## config.mk

```make
export PLATFORM = sky130hd
export DESIGN_NAME = fpu_wrap
export DESIGN_NICKNAME = d
export VERILOG_FILES = /design/src/common/fpu_pkg.sv /design/src/fpu_core/fpu_addsub.sv /design/src/fpu_core/fpu_mul.sv /design/src/fpu_core/fpu_noncomp.sv /design/src/rtl/fpu_req_stage.sv /design/src/rtl/fpu_result_stage.sv /design/src/rtl/fpu_wrap.sv
export VERILOG_INCLUDE_DIRS = /design/src /design/src/common
export SDC_FILE = /design/constraint.sdc
export NUM_CORES = 2
export LEC_CHECK = 0
export ABC_AREA = 1
export BUFFER_PORTS_ARGS = -buffer_cell sky130_fd_sc_hd__buf_2
export CAP_MARGIN = 5
export CORE_MARGIN = 2
export CORE_UTILIZATION = 55
export DETAILED_ROUTE_END_ITERATION = 12
export PLACE_DENSITY = 0.75
export SETUP_SLACK_MARGIN = 0.5
export SYNTH_ARGS = -nofsm -noshare
export SYNTH_HDL_FRONTEND = slang
export SYNTH_HIERARCHICAL = 1
export SYNTH_SLANG_ARGS = --single-unit
```

## constraint.sdc

```tcl
create_clock -name clk_i -period 13.8 [get_ports clk_i]
set_clock_uncertainty 0.1 [all_clocks]
set_input_delay 0.69 -clock clk_i [delete_from_list [all_inputs] [get_ports clk_i]]
set_output_delay 0.69 -clock clk_i [all_outputs]
set_load 0.05 [all_outputs]
```

## src/common/fpu_macros.svh

```systemverilog
//--------------------
// Port widths of the FP32 unit
//--------------------
`ifndef FPU_MACROS_SVH
`define FPU_MACROS_SVH

`define FPU_DATA_WIDTH      32
`define FPU_NUM_OPERANDS    3
`define FPU_OP_WIDTH        6   // Vector, modifier, 4-bit operation
`define FPU_IN_FLAGS_WIDTH  15  // Reserved, int fmt, src fmt, dst fmt, rounding
`define FPU_OUT_FLAGS_WIDTH 5   // NV DZ OF UF NX

`endif

```

## src/common/fpu_pkg.sv

```systemverilog
//--------------------
// Shared FP32 unit types: operations, rounding modes, operand classes
//--------------------
`default_nettype none

package fpu_pkg;

  // Operation field of the opcode word
  typedef enum logic [3:0] {
    FP_ADD    = 4'd2,  // Subtract when the modifier is set
    FP_MUL    = 4'd3,
    FP_SGNJ   = 4'd6,
    FP_MINMAX = 4'd7
  } fp_op_e;

  typedef enum logic [2:0] {
    RNE = 3'd0,
    RTZ = 3'd1,
    RDN = 3'd2,
    RUP = 3'd3,
    RMM = 3'd4
  } round_mode_e;

  typedef enum logic [2:0] {
    ZERO   = 3'd0,  // Also subnormals
    NORMAL = 3'd1,
    INF    = 3'd2,
    QNAN   = 3'd3,
    SNAN   = 3'd4
  } fp_class_e;

  parameter logic [31:0] CANON_NAN = 32'h7fc0_0000;

endpackage

`default_nettype wire

```

## src/fpu_core/fpu_addsub.sv

```systemverilog
//--------------------
// FP32 add/subtract up to normalization, rounding is left to the result stage
//--------------------
`default_nettype none
`include "fpu_macros.svh"

module fpu_addsub (
  input  wire logic [`FPU_DATA_WIDTH-1:0] operand_a_i,
  input  wire logic [`FPU_DATA_WIDTH-1:0] operand_b_i,
  input  wire fpu_pkg::fp_class_e         class_a_i,
  input  wire fpu_pkg::fp_class_e         class_b_i,
  input  wire logic                       sub_i,
  output logic                            sign_o,
  output logic signed [9:0]               exp_o,
  output logic [23:0]                     mant_o,
  output logic                            guard_o,
  output logic                            sticky_o,
  output logic                            special_o,
  output logic [`FPU_DATA_WIDTH-1:0]      special_value_o,
  output logic                            invalid_o
);

  logic        sign_a;
  logic        sign_b;
  logic [30:0] mag_a;
  logic [30:0] mag_b;
  logic        a_big;
  logic [30:0] mag_l;
  logic [30:0] mag_s;
  logic        sign_l;
  logic        sign_s;
  logic [23:0] man_l;
  logic [23:0] man_s;
  logic [7:0]  exp_diff;
  logic [4:0]  shamt;
  logic [53:0] shifted;
  logic [26:0] aligned;
  logic [27:0] sum;
  logic [4:0]  lzc;
  logic [27:0] norm;
  logic        any_nan;
  logic        any_snan;
  logic        a_inf;
  logic        b_inf;

  assign sign_a = operand_a_i[31];
  assign sign_b = operand_b_i[31] ^ sub_i;  // Effective sign of b
  assign mag_a  = (class_a_i == fpu_pkg::NORMAL) ? operand_a_i[30:0] : '0;
  assign mag_b  = (class_b_i == fpu_pkg::NORMAL) ? operand_b_i[30:0] : '0;

  //--------------------
  // Swap and align
  //--------------------
  assign a_big  = mag_a >= mag_b;
  assign mag_l  = a_big ? mag_a : mag_b;
  assign mag_s  = a_big ? mag_b : mag_a;
  assign sign_l = a_big ? sign_a : sign_b;
  assign sign_s = a_big ? sign_b : sign_a;
  assign man_l  = {mag_l != 31'd0, mag_l[22:0]};  // Hidden bit only when nonzero
  assign man_s  = {mag_s != 31'd0, mag_s[22:0]};

  assign exp_diff = mag_l[30:23] - mag_s[30:23];
  assign shamt    = (exp_diff > 8'd27) ? 5'd27 : exp_diff[4:0];
  assign shifted  = {man_s, 3'b000, 27'd0} >> shamt;
  // Shifted-out bits collapse into the sticky position
  assign aligned  = {shifted[53:28], shifted[27] | (|shifted[26:0])};

  assign sum = (sign_l ^ sign_s) ? {1'b0, man_l, 3'b000} - {1'b0, aligned}
                                 : {1'b0, man_l, 3'b000} + {1'b0, aligned};

  //--------------------
  // Normalize
  //--------------------
  always_comb begin
    lzc = 5'd0;
    for (int i = 0; i < 28; i++) begin
      if (sum[i]) begin
        lzc = 5'(27 - i);  // Highest set bit wins
      end
    end
  end

  assign norm     = sum << lzc;
  assign exp_o    = $signed({2'b00, mag_l[30:23]}) + 10'sd1 - $signed({5'd0, lzc});
  assign mant_o   = norm[27:4];
  assign guard_o  = norm[3];
  assign sticky_o = |norm[2:0];

  assign any_snan = (class_a_i == fpu_pkg::SNAN) | (class_b_i == fpu_pkg::SNAN);
  assign any_nan  = any_snan | (class_a_i == fpu_pkg::QNAN) | (class_b_i == fpu_pkg::QNAN);
  assign a_inf    = class_a_i == fpu_pkg::INF;
  assign b_inf    = class_b_i == fpu_pkg::INF;

  always_comb begin
    special_o       = 1'b1;
    special_value_o = fpu_pkg::CANON_NAN;
    invalid_o       = any_snan;
    sign_o          = sign_l;
    if (any_nan) begin
      special_value_o = fpu_pkg::CANON_NAN;
    end else if (a_inf && b_inf && (sign_a != sign_b)) begin
      invalid_o = 1'b1;  // inf - inf
    end else if (a_inf) begin
      special_value_o = {sign_a, 8'hff, 23'd0};
    end else if (b_inf) begin
      special_value_o = {sign_b, 8'hff, 23'd0};
    end else if (sum == 28'd0) begin
      // Exact zero, sign_o carries the round-down sign
      special_value_o = {sign_a & sign_b, 31'd0};
      sign_o          = sign_a | sign_b;
    end else begin
      special_o = 1'b0;
    end
  end

endmodule

`default_nettype wire

```

## src/fpu_core/fpu_mul.sv

```systemverilog
//--------------------
// FP32 multiply up to normalization, unrounded
//--------------------
`default_nettype none
`include "fpu_macros.svh"

module fpu_mul (
  input  wire logic [`FPU_DATA_WIDTH-1:0] operand_a_i,
  input  wire logic [`FPU_DATA_WIDTH-1:0] operand_b_i,
  input  wire fpu_pkg::fp_class_e         class_a_i,
  input  wire fpu_pkg::fp_class_e         class_b_i,
  output logic                            sign_o,
  output logic signed [9:0]               exp_o,
  output logic [23:0]                     mant_o,
  output logic                            guard_o,
  output logic                            sticky_o,
  output logic                            special_o,
  output logic [`FPU_DATA_WIDTH-1:0]      special_value_o,
  output logic                            invalid_o
);

  logic [47:0]       prod;
  logic signed [9:0] exp_sum;
  logic              any_nan;
  logic              any_snan;
  logic              a_inf;
  logic              b_inf;
  logic              a_zero;
  logic              b_zero;

  assign sign_o  = operand_a_i[31] ^ operand_b_i[31];
  assign prod    = {1'b1, operand_a_i[22:0]} * {1'b1, operand_b_i[22:0]};
  assign exp_sum = $signed({2'b00, operand_a_i[30:23]})
                 + $signed({2'b00, operand_b_i[30:23]}) - 10'sd127;

  // Product lies in [1, 4), so at most one right shift
  always_comb begin
    if (prod[47]) begin
      exp_o    = exp_sum + 10'sd1;
      mant_o   = prod[47:24];
      guard_o  = prod[23];
      sticky_o = |prod[22:0];
    end else begin
      exp_o    = exp_sum;
      mant_o   = prod[46:23];
      guard_o  = prod[22];
      sticky_o = |prod[21:0];
    end
  end

  assign any_snan = (class_a_i == fpu_pkg::SNAN) | (class_b_i == fpu_pkg::SNAN);
  assign any_nan  = any_snan | (class_a_i == fpu_pkg::QNAN) | (class_b_i == fpu_pkg::QNAN);
  assign a_inf    = class_a_i == fpu_pkg::INF;
  assign b_inf    = class_b_i == fpu_pkg::INF;
  assign a_zero   = class_a_i == fpu_pkg::ZERO;
  assign b_zero   = class_b_i == fpu_pkg::ZERO;

  always_comb begin
    special_o       = 1'b1;
    special_value_o = fpu_pkg::CANON_NAN;
    invalid_o       = any_snan;
    if (any_nan) begin
      special_value_o = fpu_pkg::CANON_NAN;
    end else if ((a_inf && b_zero) || (a_zero && b_inf)) begin
      invalid_o = 1'b1;
    end else if (a_inf || b_inf) begin
      special_value_o = {sign_o, 8'hff, 23'd0};
    end else if (a_zero || b_zero) begin
      special_value_o = {sign_o, 31'd0};
    end else begin
      special_o = 1'b0;
    end
  end

endmodule

`default_nettype wire

```

## src/fpu_core/fpu_noncomp.sv

```systemverilog
//--------------------
// Min/max and sign injection
//--------------------
`default_nettype none
`include "fpu_macros.svh"

module fpu_noncomp (
  input  wire logic [`FPU_DATA_WIDTH-1:0] operand_a_i,
  input  wire logic [`FPU_DATA_WIDTH-1:0] operand_b_i,
  input  wire fpu_pkg::fp_class_e         class_a_i,
  input  wire fpu_pkg::fp_class_e         class_b_i,
  input  wire fpu_pkg::round_mode_e       rnd_mode_i,
  output logic [1:0][`FPU_DATA_WIDTH-1:0] result_o,  // [0] min/max, [1] sign injection
  output logic                            invalid_o
);

  logic a_nan;
  logic b_nan;
  logic a_lt_b;
  logic [`FPU_DATA_WIDTH-1:0] lo;
  logic [`FPU_DATA_WIDTH-1:0] hi;

  assign a_nan = (class_a_i == fpu_pkg::QNAN) | (class_a_i == fpu_pkg::SNAN);
  assign b_nan = (class_b_i == fpu_pkg::QNAN) | (class_b_i == fpu_pkg::SNAN);
  assign invalid_o = (class_a_i == fpu_pkg::SNAN) | (class_b_i == fpu_pkg::SNAN);

  // Sign-magnitude compare, so -0 orders below +0
  assign a_lt_b = (operand_a_i[31] != operand_b_i[31]) ? operand_a_i[31] :
                  operand_a_i[31] ? (operand_a_i[30:0] > operand_b_i[30:0])
                                  : (operand_a_i[30:0] < operand_b_i[30:0]);
  assign lo = a_lt_b ? operand_a_i : operand_b_i;
  assign hi = a_lt_b ? operand_b_i : operand_a_i;

  always_comb begin
    if (a_nan && b_nan) begin
      result_o[0] = fpu_pkg::CANON_NAN;
    end else if (a_nan) begin
      result_o[0] = operand_b_i;
    end else if (b_nan) begin
      result_o[0] = operand_a_i;
    end else begin
      result_o[0] = (rnd_mode_i == fpu_pkg::RTZ) ? hi : lo;
    end
    case (rnd_mode_i)
      fpu_pkg::RTZ: result_o[1] = {~operand_b_i[31], operand_a_i[30:0]};
      fpu_pkg::RDN: result_o[1] = {operand_a_i[31] ^ operand_b_i[31], operand_a_i[30:0]};
      default:      result_o[1] = {operand_b_i[31], operand_a_i[30:0]};
    endcase
  end

endmodule

`default_nettype wire

```

## src/rtl/fpu_req_stage.sv

```systemverilog
//--------------------
// Request stage: grant, request capture, operand select and classify
//--------------------
`default_nettype none
`include "fpu_macros.svh"

module fpu_req_stage (
  input  wire logic                                             clk_i,
  input  wire logic                                             rst_n_i,
  input  wire logic                                             req_i,
  input  wire logic [`FPU_NUM_OPERANDS-1:0][`FPU_DATA_WIDTH-1:0] operands_i,
  input  wire logic [`FPU_OP_WIDTH-1:0]                         op_i,
  input  wire logic [`FPU_IN_FLAGS_WIDTH-1:0]                   flags_i,
  output logic                                                  gnt_o,
  output logic                                                  valid_o,
  output fpu_pkg::fp_op_e                                       op_o,
  output logic                                                  op_mod_o,
  output fpu_pkg::round_mode_e                                  rnd_mode_o,
  output logic [`FPU_DATA_WIDTH-1:0]                            operand_a_o,
  output logic [`FPU_DATA_WIDTH-1:0]                            operand_b_o,
  output fpu_pkg::fp_class_e                                    class_a_o,
  output fpu_pkg::fp_class_e                                    class_b_o
);

  logic                        gnt_q;
  logic                        valid_q;
  logic                        accept;
  fpu_pkg::fp_op_e             op_in;
  fpu_pkg::fp_op_e             op_q;
  logic                        mod_q;
  fpu_pkg::round_mode_e        rnd_q;
  logic [`FPU_DATA_WIDTH-1:0]  opa_q;
  logic [`FPU_DATA_WIDTH-1:0]  opb_q;

  function automatic fpu_pkg::fp_class_e classify(input logic [`FPU_DATA_WIDTH-1:0] v);
    if (v[30:23] == 8'h00) begin
      return fpu_pkg::ZERO;  // Subnormals flushed
    end else if (v[30:23] != 8'hff) begin
      return fpu_pkg::NORMAL;
    end else if (v[22:0] == 23'd0) begin
      return fpu_pkg::INF;
    end
    return v[22] ? fpu_pkg::QNAN : fpu_pkg::SNAN;
  endfunction

  assign accept = req_i & gnt_q;
  assign op_in  = fpu_pkg::fp_op_e'(op_i[3:0]);

  always_ff @(posedge clk_i) begin
    if (!rst_n_i) begin
      gnt_q   <= 1'b0;
      valid_q <= 1'b0;
    end else begin
      gnt_q   <= 1'b1;  // No back-pressure once out of reset
      valid_q <= accept;
    end
  end

  // Add takes operands 1 and 2, the rest take 0 and 1
  always_ff @(posedge clk_i) begin
    if (accept) begin
      op_q  <= op_in;
      mod_q <= op_i[`FPU_OP_WIDTH-2];
      rnd_q <= fpu_pkg::round_mode_e'(flags_i[2:0]);
      opa_q <= (op_in == fpu_pkg::FP_ADD) ? operands_i[1] : operands_i[0];
      opb_q <= (op_in == fpu_pkg::FP_ADD) ? operands_i[2] : operands_i[1];
    end
  end

  assign gnt_o       = gnt_q;
  assign valid_o     = valid_q;
  assign op_o        = op_q;
  assign op_mod_o    = mod_q;
  assign rnd_mode_o  = rnd_q;
  assign operand_a_o = opa_q;
  assign operand_b_o = opb_q;
  assign class_a_o   = classify(opa_q);
  assign class_b_o   = classify(opb_q);

endmodule

`default_nettype wire

```

## src/rtl/fpu_result_stage.sv

```systemverilog
//--------------------
// Result stage: unit select, rounding, range checks, output register
//--------------------
`default_nettype none
`include "fpu_macros.svh"

module fpu_result_stage (
  input  wire logic                             clk_i,
  input  wire logic                             rst_n_i,
  input  wire logic                             valid_i,
  input  wire fpu_pkg::fp_op_e                  op_i,
  input  wire fpu_pkg::round_mode_e             rnd_mode_i,
  input  wire logic                             add_sign_i,
  input  wire logic signed [9:0]                add_exp_i,
  input  wire logic [23:0]                      add_mant_i,
  input  wire logic                             add_guard_i,
  input  wire logic                             add_sticky_i,
  input  wire logic                             add_special_i,
  input  wire logic [`FPU_DATA_WIDTH-1:0]       add_special_value_i,
  input  wire logic                             add_invalid_i,
  input  wire logic                             mul_sign_i,
  input  wire logic signed [9:0]                mul_exp_i,
  input  wire logic [23:0]                      mul_mant_i,
  input  wire logic                             mul_guard_i,
  input  wire logic                             mul_sticky_i,
  input  wire logic                             mul_special_i,
  input  wire logic [`FPU_DATA_WIDTH-1:0]       mul_special_value_i,
  input  wire logic                             mul_invalid_i,
  input  wire logic [1:0][`FPU_DATA_WIDTH-1:0]  nc_result_i,
  input  wire logic                             nc_invalid_i,
  output logic                                  valid_o,
  output logic [`FPU_DATA_WIDTH-1:0]            result_o,
  output logic [`FPU_OUT_FLAGS_WIDTH-1:0]       flags_o
);

  logic                             is_add;
  logic                             sign;
  logic signed [9:0]                exp_n;
  logic signed [9:0]                exp_r;
  logic [23:0]                      mant;
  logic                             guard;
  logic                             sticky;
  logic                             special;
  logic [`FPU_DATA_WIDTH-1:0]       special_value;
  logic                             invalid;
  logic                             inexact;
  logic                             round_up;
  logic [24:0]                      mant_r;
  logic                             to_max;
  logic [`FPU_DATA_WIDTH-1:0]       result_d;
  logic [`FPU_OUT_FLAGS_WIDTH-1:0]  flags_d;
  logic                             valid_q;
  logic [`FPU_DATA_WIDTH-1:0]       result_q;
  logic [`FPU_OUT_FLAGS_WIDTH-1:0]  flags_q;

  assign is_add        = op_i == fpu_pkg::FP_ADD;
  assign sign          = is_add ? add_sign_i : mul_sign_i;
  assign exp_n         = is_add ? add_exp_i : mul_exp_i;
  assign mant          = is_add ? add_mant_i : mul_mant_i;
  assign guard         = is_add ? add_guard_i : mul_guard_i;
  assign sticky        = is_add ? add_sticky_i : mul_sticky_i;
  assign special       = is_add ? add_special_i : mul_special_i;
  assign special_value = is_add ? add_special_value_i : mul_special_value_i;
  assign invalid       = is_add ? add_invalid_i : mul_invalid_i;

  //--------------------
  // Rounding
  //--------------------
  assign inexact = guard | sticky;

  always_comb begin
    case (rnd_mode_i)
      fpu_pkg::RTZ: round_up = 1'b0;
      fpu_pkg::RDN: round_up = sign & inexact;
      fpu_pkg::RUP: round_up = ~sign & inexact;
      fpu_pkg::RMM: round_up = guard;
      default:      round_up = guard & (sticky | mant[0]);  // Ties to even
    endcase
  end

  assign mant_r = {1'b0, mant} + {24'd0, round_up};
  assign exp_r  = mant_r[24] ? exp_n + 10'sd1 : exp_n;  // Carry-out leaves fraction zero
  assign to_max = (rnd_mode_i == fpu_pkg::RTZ) | ((rnd_mode_i == fpu_pkg::RDN) & ~sign) |
                  ((rnd_mode_i == fpu_pkg::RUP) & sign);

  always_comb begin
    case (op_i)
      fpu_pkg::FP_ADD, fpu_pkg::FP_MUL: begin
        if (special) begin
          result_d = special_value;
          flags_d  = {invalid, 4'b0000};
          // Zero sum rounding down takes the OR of the signs
          if (is_add && (special_value[30:0] == 31'd0) && (rnd_mode_i == fpu_pkg::RDN)) begin
            result_d = {sign, 31'd0};
          end
        end else if (exp_r >= 10'sd255) begin
          result_d = to_max ? {sign, 8'hfe, 23'h7fffff} : {sign, 8'hff, 23'd0};
          flags_d  = 5'b00101;  // OF, NX
        end else if (exp_r <= 10'sd0) begin
          result_d = {sign, 31'd0};
          flags_d  = 5'b00011;  // UF, NX
        end else begin
          result_d = {sign, exp_r[7:0], mant_r[22:0]};
          flags_d  = {4'b0000, inexact};
        end
      end
      fpu_pkg::FP_MINMAX: begin
        result_d = nc_result_i[0];
        flags_d  = {nc_invalid_i, 4'b0000};
      end
      fpu_pkg::FP_SGNJ: begin
        result_d = nc_result_i[1];
        flags_d  = '0;
      end
      default: begin
        result_d = fpu_pkg::CANON_NAN;
        flags_d  = 5'b10000;
      end
    endcase
  end

  always_ff @(posedge clk_i) begin
    if (!rst_n_i) begin
      valid_q <= 1'b0;
    end else begin
      valid_q <= valid_i;
    end
  end

  always_ff @(posedge clk_i) begin
    if (valid_i) begin
      result_q <= result_d;
      flags_q  <= flags_d;
    end
  end

  assign valid_o  = valid_q;
  assign result_o = result_q;
  assign flags_o  = flags_q;

endmodule

`default_nettype wire

```

## src/rtl/fpu_wrap.sv

```systemverilog
//--------------------
// FP32 unit top: request stage, core units, result stage
//--------------------
`default_nettype none
`include "fpu_macros.svh"

module fpu_wrap (
  input  wire logic                                              clk_i,
  input  wire logic                                              rst_n_i,
  input  wire logic                                              fpu_req_i,
  input  wire logic [`FPU_NUM_OPERANDS-1:0][`FPU_DATA_WIDTH-1:0] fpu_operands_i,
  input  wire logic [`FPU_OP_WIDTH-1:0]                          fpu_op_i,
  input  wire logic [`FPU_IN_FLAGS_WIDTH-1:0]                    fpu_flags_i,
  output logic                                                   fpu_gnt_o,
  output logic                                                   fpu_valid_o,
  output logic [`FPU_DATA_WIDTH-1:0]                             fpu_result_o,
  output logic [`FPU_OUT_FLAGS_WIDTH-1:0]                        fpu_flags_o
);

  logic                             req_valid;
  fpu_pkg::fp_op_e                  op;
  logic                             op_mod;
  fpu_pkg::round_mode_e             rnd_mode;
  logic [`FPU_DATA_WIDTH-1:0]       opa;
  logic [`FPU_DATA_WIDTH-1:0]       opb;
  fpu_pkg::fp_class_e               cls_a;
  fpu_pkg::fp_class_e               cls_b;
  logic                             add_sign;
  logic signed [9:0]                add_exp;
  logic [23:0]                      add_mant;
  logic                             add_guard;
  logic                             add_sticky;
  logic                             add_special;
  logic [`FPU_DATA_WIDTH-1:0]       add_special_value;
  logic                             add_invalid;
  logic                             mul_sign;
  logic signed [9:0]                mul_exp;
  logic [23:0]                      mul_mant;
  logic                             mul_guard;
  logic                             mul_sticky;
  logic                             mul_special;
  logic [`FPU_DATA_WIDTH-1:0]       mul_special_value;
  logic                             mul_invalid;
  logic [1:0][`FPU_DATA_WIDTH-1:0]  nc_result;
  logic                             nc_invalid;

  fpu_req_stage i_req (
    .clk_i       (clk_i),
    .rst_n_i     (rst_n_i),
    .req_i       (fpu_req_i),
    .operands_i  (fpu_operands_i),
    .op_i        (fpu_op_i),
    .flags_i     (fpu_flags_i),
    .gnt_o       (fpu_gnt_o),
    .valid_o     (req_valid),
    .op_o        (op),
    .op_mod_o    (op_mod),
    .rnd_mode_o  (rnd_mode),
    .operand_a_o (opa),
    .operand_b_o (opb),
    .class_a_o   (cls_a),
    .class_b_o   (cls_b)
  );

  fpu_addsub i_addsub (
    .operand_a_i     (opa),
    .operand_b_i     (opb),
    .class_a_i       (cls_a),
    .class_b_i       (cls_b),
    .sub_i           (op_mod),
    .sign_o          (add_sign),
    .exp_o           (add_exp),
    .mant_o          (add_mant),
    .guard_o         (add_guard),
    .sticky_o        (add_sticky),
    .special_o       (add_special),
    .special_value_o (add_special_value),
    .invalid_o       (add_invalid)
  );

  fpu_mul i_mul (
    .operand_a_i     (opa),
    .operand_b_i     (opb),
    .class_a_i       (cls_a),
    .class_b_i       (cls_b),
    .sign_o          (mul_sign),
    .exp_o           (mul_exp),
    .mant_o          (mul_mant),
    .guard_o         (mul_guard),
    .sticky_o        (mul_sticky),
    .special_o       (mul_special),
    .special_value_o (mul_special_value),
    .invalid_o       (mul_invalid)
  );

  fpu_noncomp i_noncomp (
    .operand_a_i (opa),
    .operand_b_i (opb),
    .class_a_i   (cls_a),
    .class_b_i   (cls_b),
    .rnd_mode_i  (rnd_mode),
    .result_o    (nc_result),
    .invalid_o   (nc_invalid)
  );

  fpu_result_stage i_result (
    .clk_i               (clk_i),
    .rst_n_i             (rst_n_i),
    .valid_i             (req_valid),
    .op_i                (op),
    .rnd_mode_i          (rnd_mode),
    .add_sign_i          (add_sign),
    .add_exp_i           (add_exp),
    .add_mant_i          (add_mant),
    .add_guard_i         (add_guard),
    .add_sticky_i        (add_sticky),
    .add_special_i       (add_special),
    .add_special_value_i (add_special_value),
    .add_invalid_i       (add_invalid),
    .mul_sign_i          (mul_sign),
    .mul_exp_i           (mul_exp),
    .mul_mant_i          (mul_mant),
    .mul_guard_i         (mul_guard),
    .mul_sticky_i        (mul_sticky),
    .mul_special_i       (mul_special),
    .mul_special_value_i (mul_special_value),
    .mul_invalid_i       (mul_invalid),
    .nc_result_i         (nc_result),
    .nc_invalid_i        (nc_invalid),
    .valid_o             (fpu_valid_o),
    .result_o            (fpu_result_o),
    .flags_o             (fpu_flags_o)
  );

endmodule

`default_nettype wire

```

==> impl_metrics.csv <==
group,metric,value,unit
worst_setup_path,end_kind,"register",
synth,synth_cell_types,66,
clock_tree,clk_pin_slew,0.09,ns
timing,slew_headroom,25.97,%
worst_setup_path,critPathMaxStageDelay,0.49,ns
worst_setup_path,cp.arrival,13.02,ns
worst_setup_path,critical-path-slowest-cell,"edfxtp_1",
placed_design,post-dp-hpwl,104.7,mm
drt,drt-total-wl,140.2,mm
clock_tree,clock_latency,0.44,ns
clock_tree,cts_buffers,9,
global_routing,grt_max_degree,90,
drt,drt_iter0_markers,4277,
placed_design,io_buffers,144,
clock_tree,cts.sinks,111,
global_routing,grt_pass1_wl,215.7,mm
timing,holdWs,0.3015,ns
die,die_area,77710,µm²
worst_setup_path,critPathRequiredTime,13.88,ns
global_routing,antenna_found_initial,4,
final_layout,drive_above_1_share,14.59,%
worst_setup_path,path_class,"reg -> reg",
drt,via_per_inst,5.489,
die,ios,159,
timing,setup_tns,0,ns
timing,setup_viol,0,
final_layout,area_growth_syn_to_layout,12.54,%
clock_tree,htreeDepth,3,
synth,syn_inst,6438,
final_layout,n_antenna_cell,0,
drt,wl_per_cell,18.27,µm
clock_tree,cts_tree,"yes",
global_routing,grt_overflow,0,
synth,ys_warn_count,6,
drt,via_count,42120,
global_routing,grt_util_all_layers,35.27,%
timing,rsz0062_at_grt,"true",
final_layout,regArea,3303,µm²
timing,worst_pin_slew,1.108,ns
worst_setup_path,cp_max_fo,10,
placed_design,gp_congestion,1.018,
die,start_util,55.68,%
clock_tree,clockBufferDepth,2,
die,rows,100,
synth,ys_seq_area_share,7.955,%
final_layout,fin_area,46730,µm²
final_layout,fin_nets,7628,
timing,slew_viol_final,0,
final_layout,fillers,7006,
status,status,"complete, no violations",
drt,drc,0,
die,core,74570,µm²
job,max_cap_violations,0,
timing,period_needed,12.94,ns
hold_path,hp-class,"in -> reg",
global_routing,grt_pass1_vias,40190,
synth,syn_area_per_cell,6.449,µm²
worst_setup_path,cpMostUsedCell,"nand2_1",
timing,fmax,0.07728,GHz
timing,hold_viol_final,0,
die,die_height,278.8,µm
synth,netlist_area,41520,µm²
placed_design,placed_area,44340,µm²
synth,ys_ff_latch,111,
clock_tree,root_buffer,"clkbuf_16",
drt,firstDrtPassIters,6,
drt,ant_nets,0,
die,die_width,278.8,µm
final_layout,multi_input_area,32280,µm²
timing,finalCritPeriodShare,93.76,%
worst_setup_path,start_kind,"register",
placed cells by master, fill, tap and decap left out, drive strengths merged, types with 2 or more instances in the layout:
cell type	Yosys	layout
inv	1465	1469
clkbuf	134	18
and3	3	3
and2	8	8
o2111ai	2	2
a31oi	7	7
a211oi	6	6
a221oi	12	12
a31o	2	2
nor3b	2	2
or2	10	10
mux2i	19	19
o21a	4	4
nor4	17	17
a21boi	2	2
a21oi	153	153
ha	323	323
o21bai	9	9
xor2	52	52
conb	3	45
nand4	86	86
nand3b	34	34
o21ai	187	187
dfxtp	3	3
o31ai	10	10
xnor2	15	15
nor3	32	32
edfxtp	108	108
fa	485	485
nor2	386	386
a22o	22	22
nand2	2058	2059
clkinv	2	6
buf	197	528
nand3	554	555
a21o	9	9
o211ai	10	10
final timing paths:
kind                                endpoint                            start  cells past startpoint  slack [ns]
max          i_result/result_o[19]$_DFFE_PP_  i_req/operand_a_o[23]$_DFFE_PP_                     90        0.86
max reg2reg  i_result/result_o[19]$_DFFE_PP_  i_req/operand_a_o[23]$_DFFE_PP_                     90        0.86
min                      i_req/gnt_o$_DFF_P_                          rst_n_i                      1        0.30
min reg2reg         i_req/valid_o$_SDFF_PN0_              i_req/gnt_o$_DFF_P_                      2        0.38
area by class of cell:
cell class,count,share of cell area [%]
inverter,1467,11.83
timing repair inverter,1,0.01339
tap,969,2.595
clock buffer,9,0.4820
clock inverter,7,0.1553
multi-input combinational,4573,69.09
sequential,111,7.069
timing repair buffer,537,8.766
timing repair:
action                     in CTS  in global routing
buffers inserted                0                 43
hold buffers                    0                  0
setup endpoints to repair       0                 35
hold endpoints to repair        0                  0
gates resized for setup         0                366
critical path: cells and delay by family, from the launching register on:
kind / cells / cell delay (ns)
flip-flops: 1 / 0.49
XOR/XNOR: 1 / 0.16
buffers and inverters: 15 / 2.20
AO/OA/AOI/OAI: 16 / 2.46
AND/OR/NAND/NOR: 53 / 6.29
multiplexers: 1 / 0.10
adder cells (fa/ha/maj): 4 / 0.90
flip-flops by register name, summed over array words and instances (netlist names):
signal and count:
i_req/valid_o 1, i_result/result_o 32, i_req/op_mod_o 1, i_req/operand_a_o 32
i_result/flags_o 4, i_result/valid_o 1, i_req/rnd_mode_o 3, i_req/operand_b_o 32
i_req/op_o 4, i_req/gnt_o 1
kinds of logic after synthesis:
family	count (synthesis)	synth area share, %
simple gates	3191	32.46
buf+inv	1798	17.96
fa+ha+maj	808	33.12
compound gates	441	6.572
flops	111	7.955
xor+xnor	67	1.449
mux	19	0.4580
other cells	3	0.02712
cells in the mapped netlist (all sizes together):
master | n | area (µm²)
nand2 | 2058 | 7817
inv | 1465 | 5502
nand3 | 554 | 2863
fa | 485 | 9709
nor2 | 386 | 1570
ha | 323 | 4041
buf | 197 | 1446
o21ai | 187 | 1064
a21oi | 153 | 855.8
clkbuf | 134 | 503.0
edfxtp | 108 | 3243
nand4 | 86 | 538.0
xor2 | 52 | 470.5
nand3b | 34 | 259.0
nor3 | 32 | 170.2
a22o | 22 | 192.7
mux2i | 19 | 190.2
nor4 | 17 | 106.4
xnor2 | 15 | 131.4
a221oi | 12 | 105.1
o211ai | 10 | 75.07
o31ai | 10 | 80.07
or2 | 10 | 62.56
a21o | 9 | 67.56
o21bai | 9 | 67.56
and2 | 8 | 50.05
a31oi | 7 | 43.79
a211oi | 6 | 45.04
o21a | 4 | 30.03
and3 | 3 | 18.77
conb | 3 | 11.26
dfxtp | 3 | 60.06
a21boi | 2 | 15.02
a31o | 2 | 17.52
clkinv | 2 | 7.510
nor3b | 2 | 15.01
o2111ai | 2 | 17.52
a2111oi | 1 | 8.760
a221o | 1 | 10.01
a311oi | 1 | 8.760
a32o | 1 | 10.01
o22a | 1 | 8.760
o22ai | 1 | 6.260
or3 | 1 | 6.260
routing by layer:
layer	GRT usage [%]	vias up	wire (µm)
met3	7.640	339	16500
met4	10.39	8	5241
li1	-	19880	-
met1	49.76	19730	58450
met2	54.31	2163	59980
met5	0	-	42
through the flow:
step                      worst slack [ns]  instances  util (%)
after floorplan                      1.771       6480         -
after CTS                           0.5409       7612     59.85
after global routing                0.2649       7674     62.66
after detailed placement            0.6796       7596     59.45
after global placement              0.7458       7596     59.45
final                               0.8607       7674     62.66
Power is not shown: default switching activity piles up to over one toggle a cycle in this logic, so the estimate is an artifact.
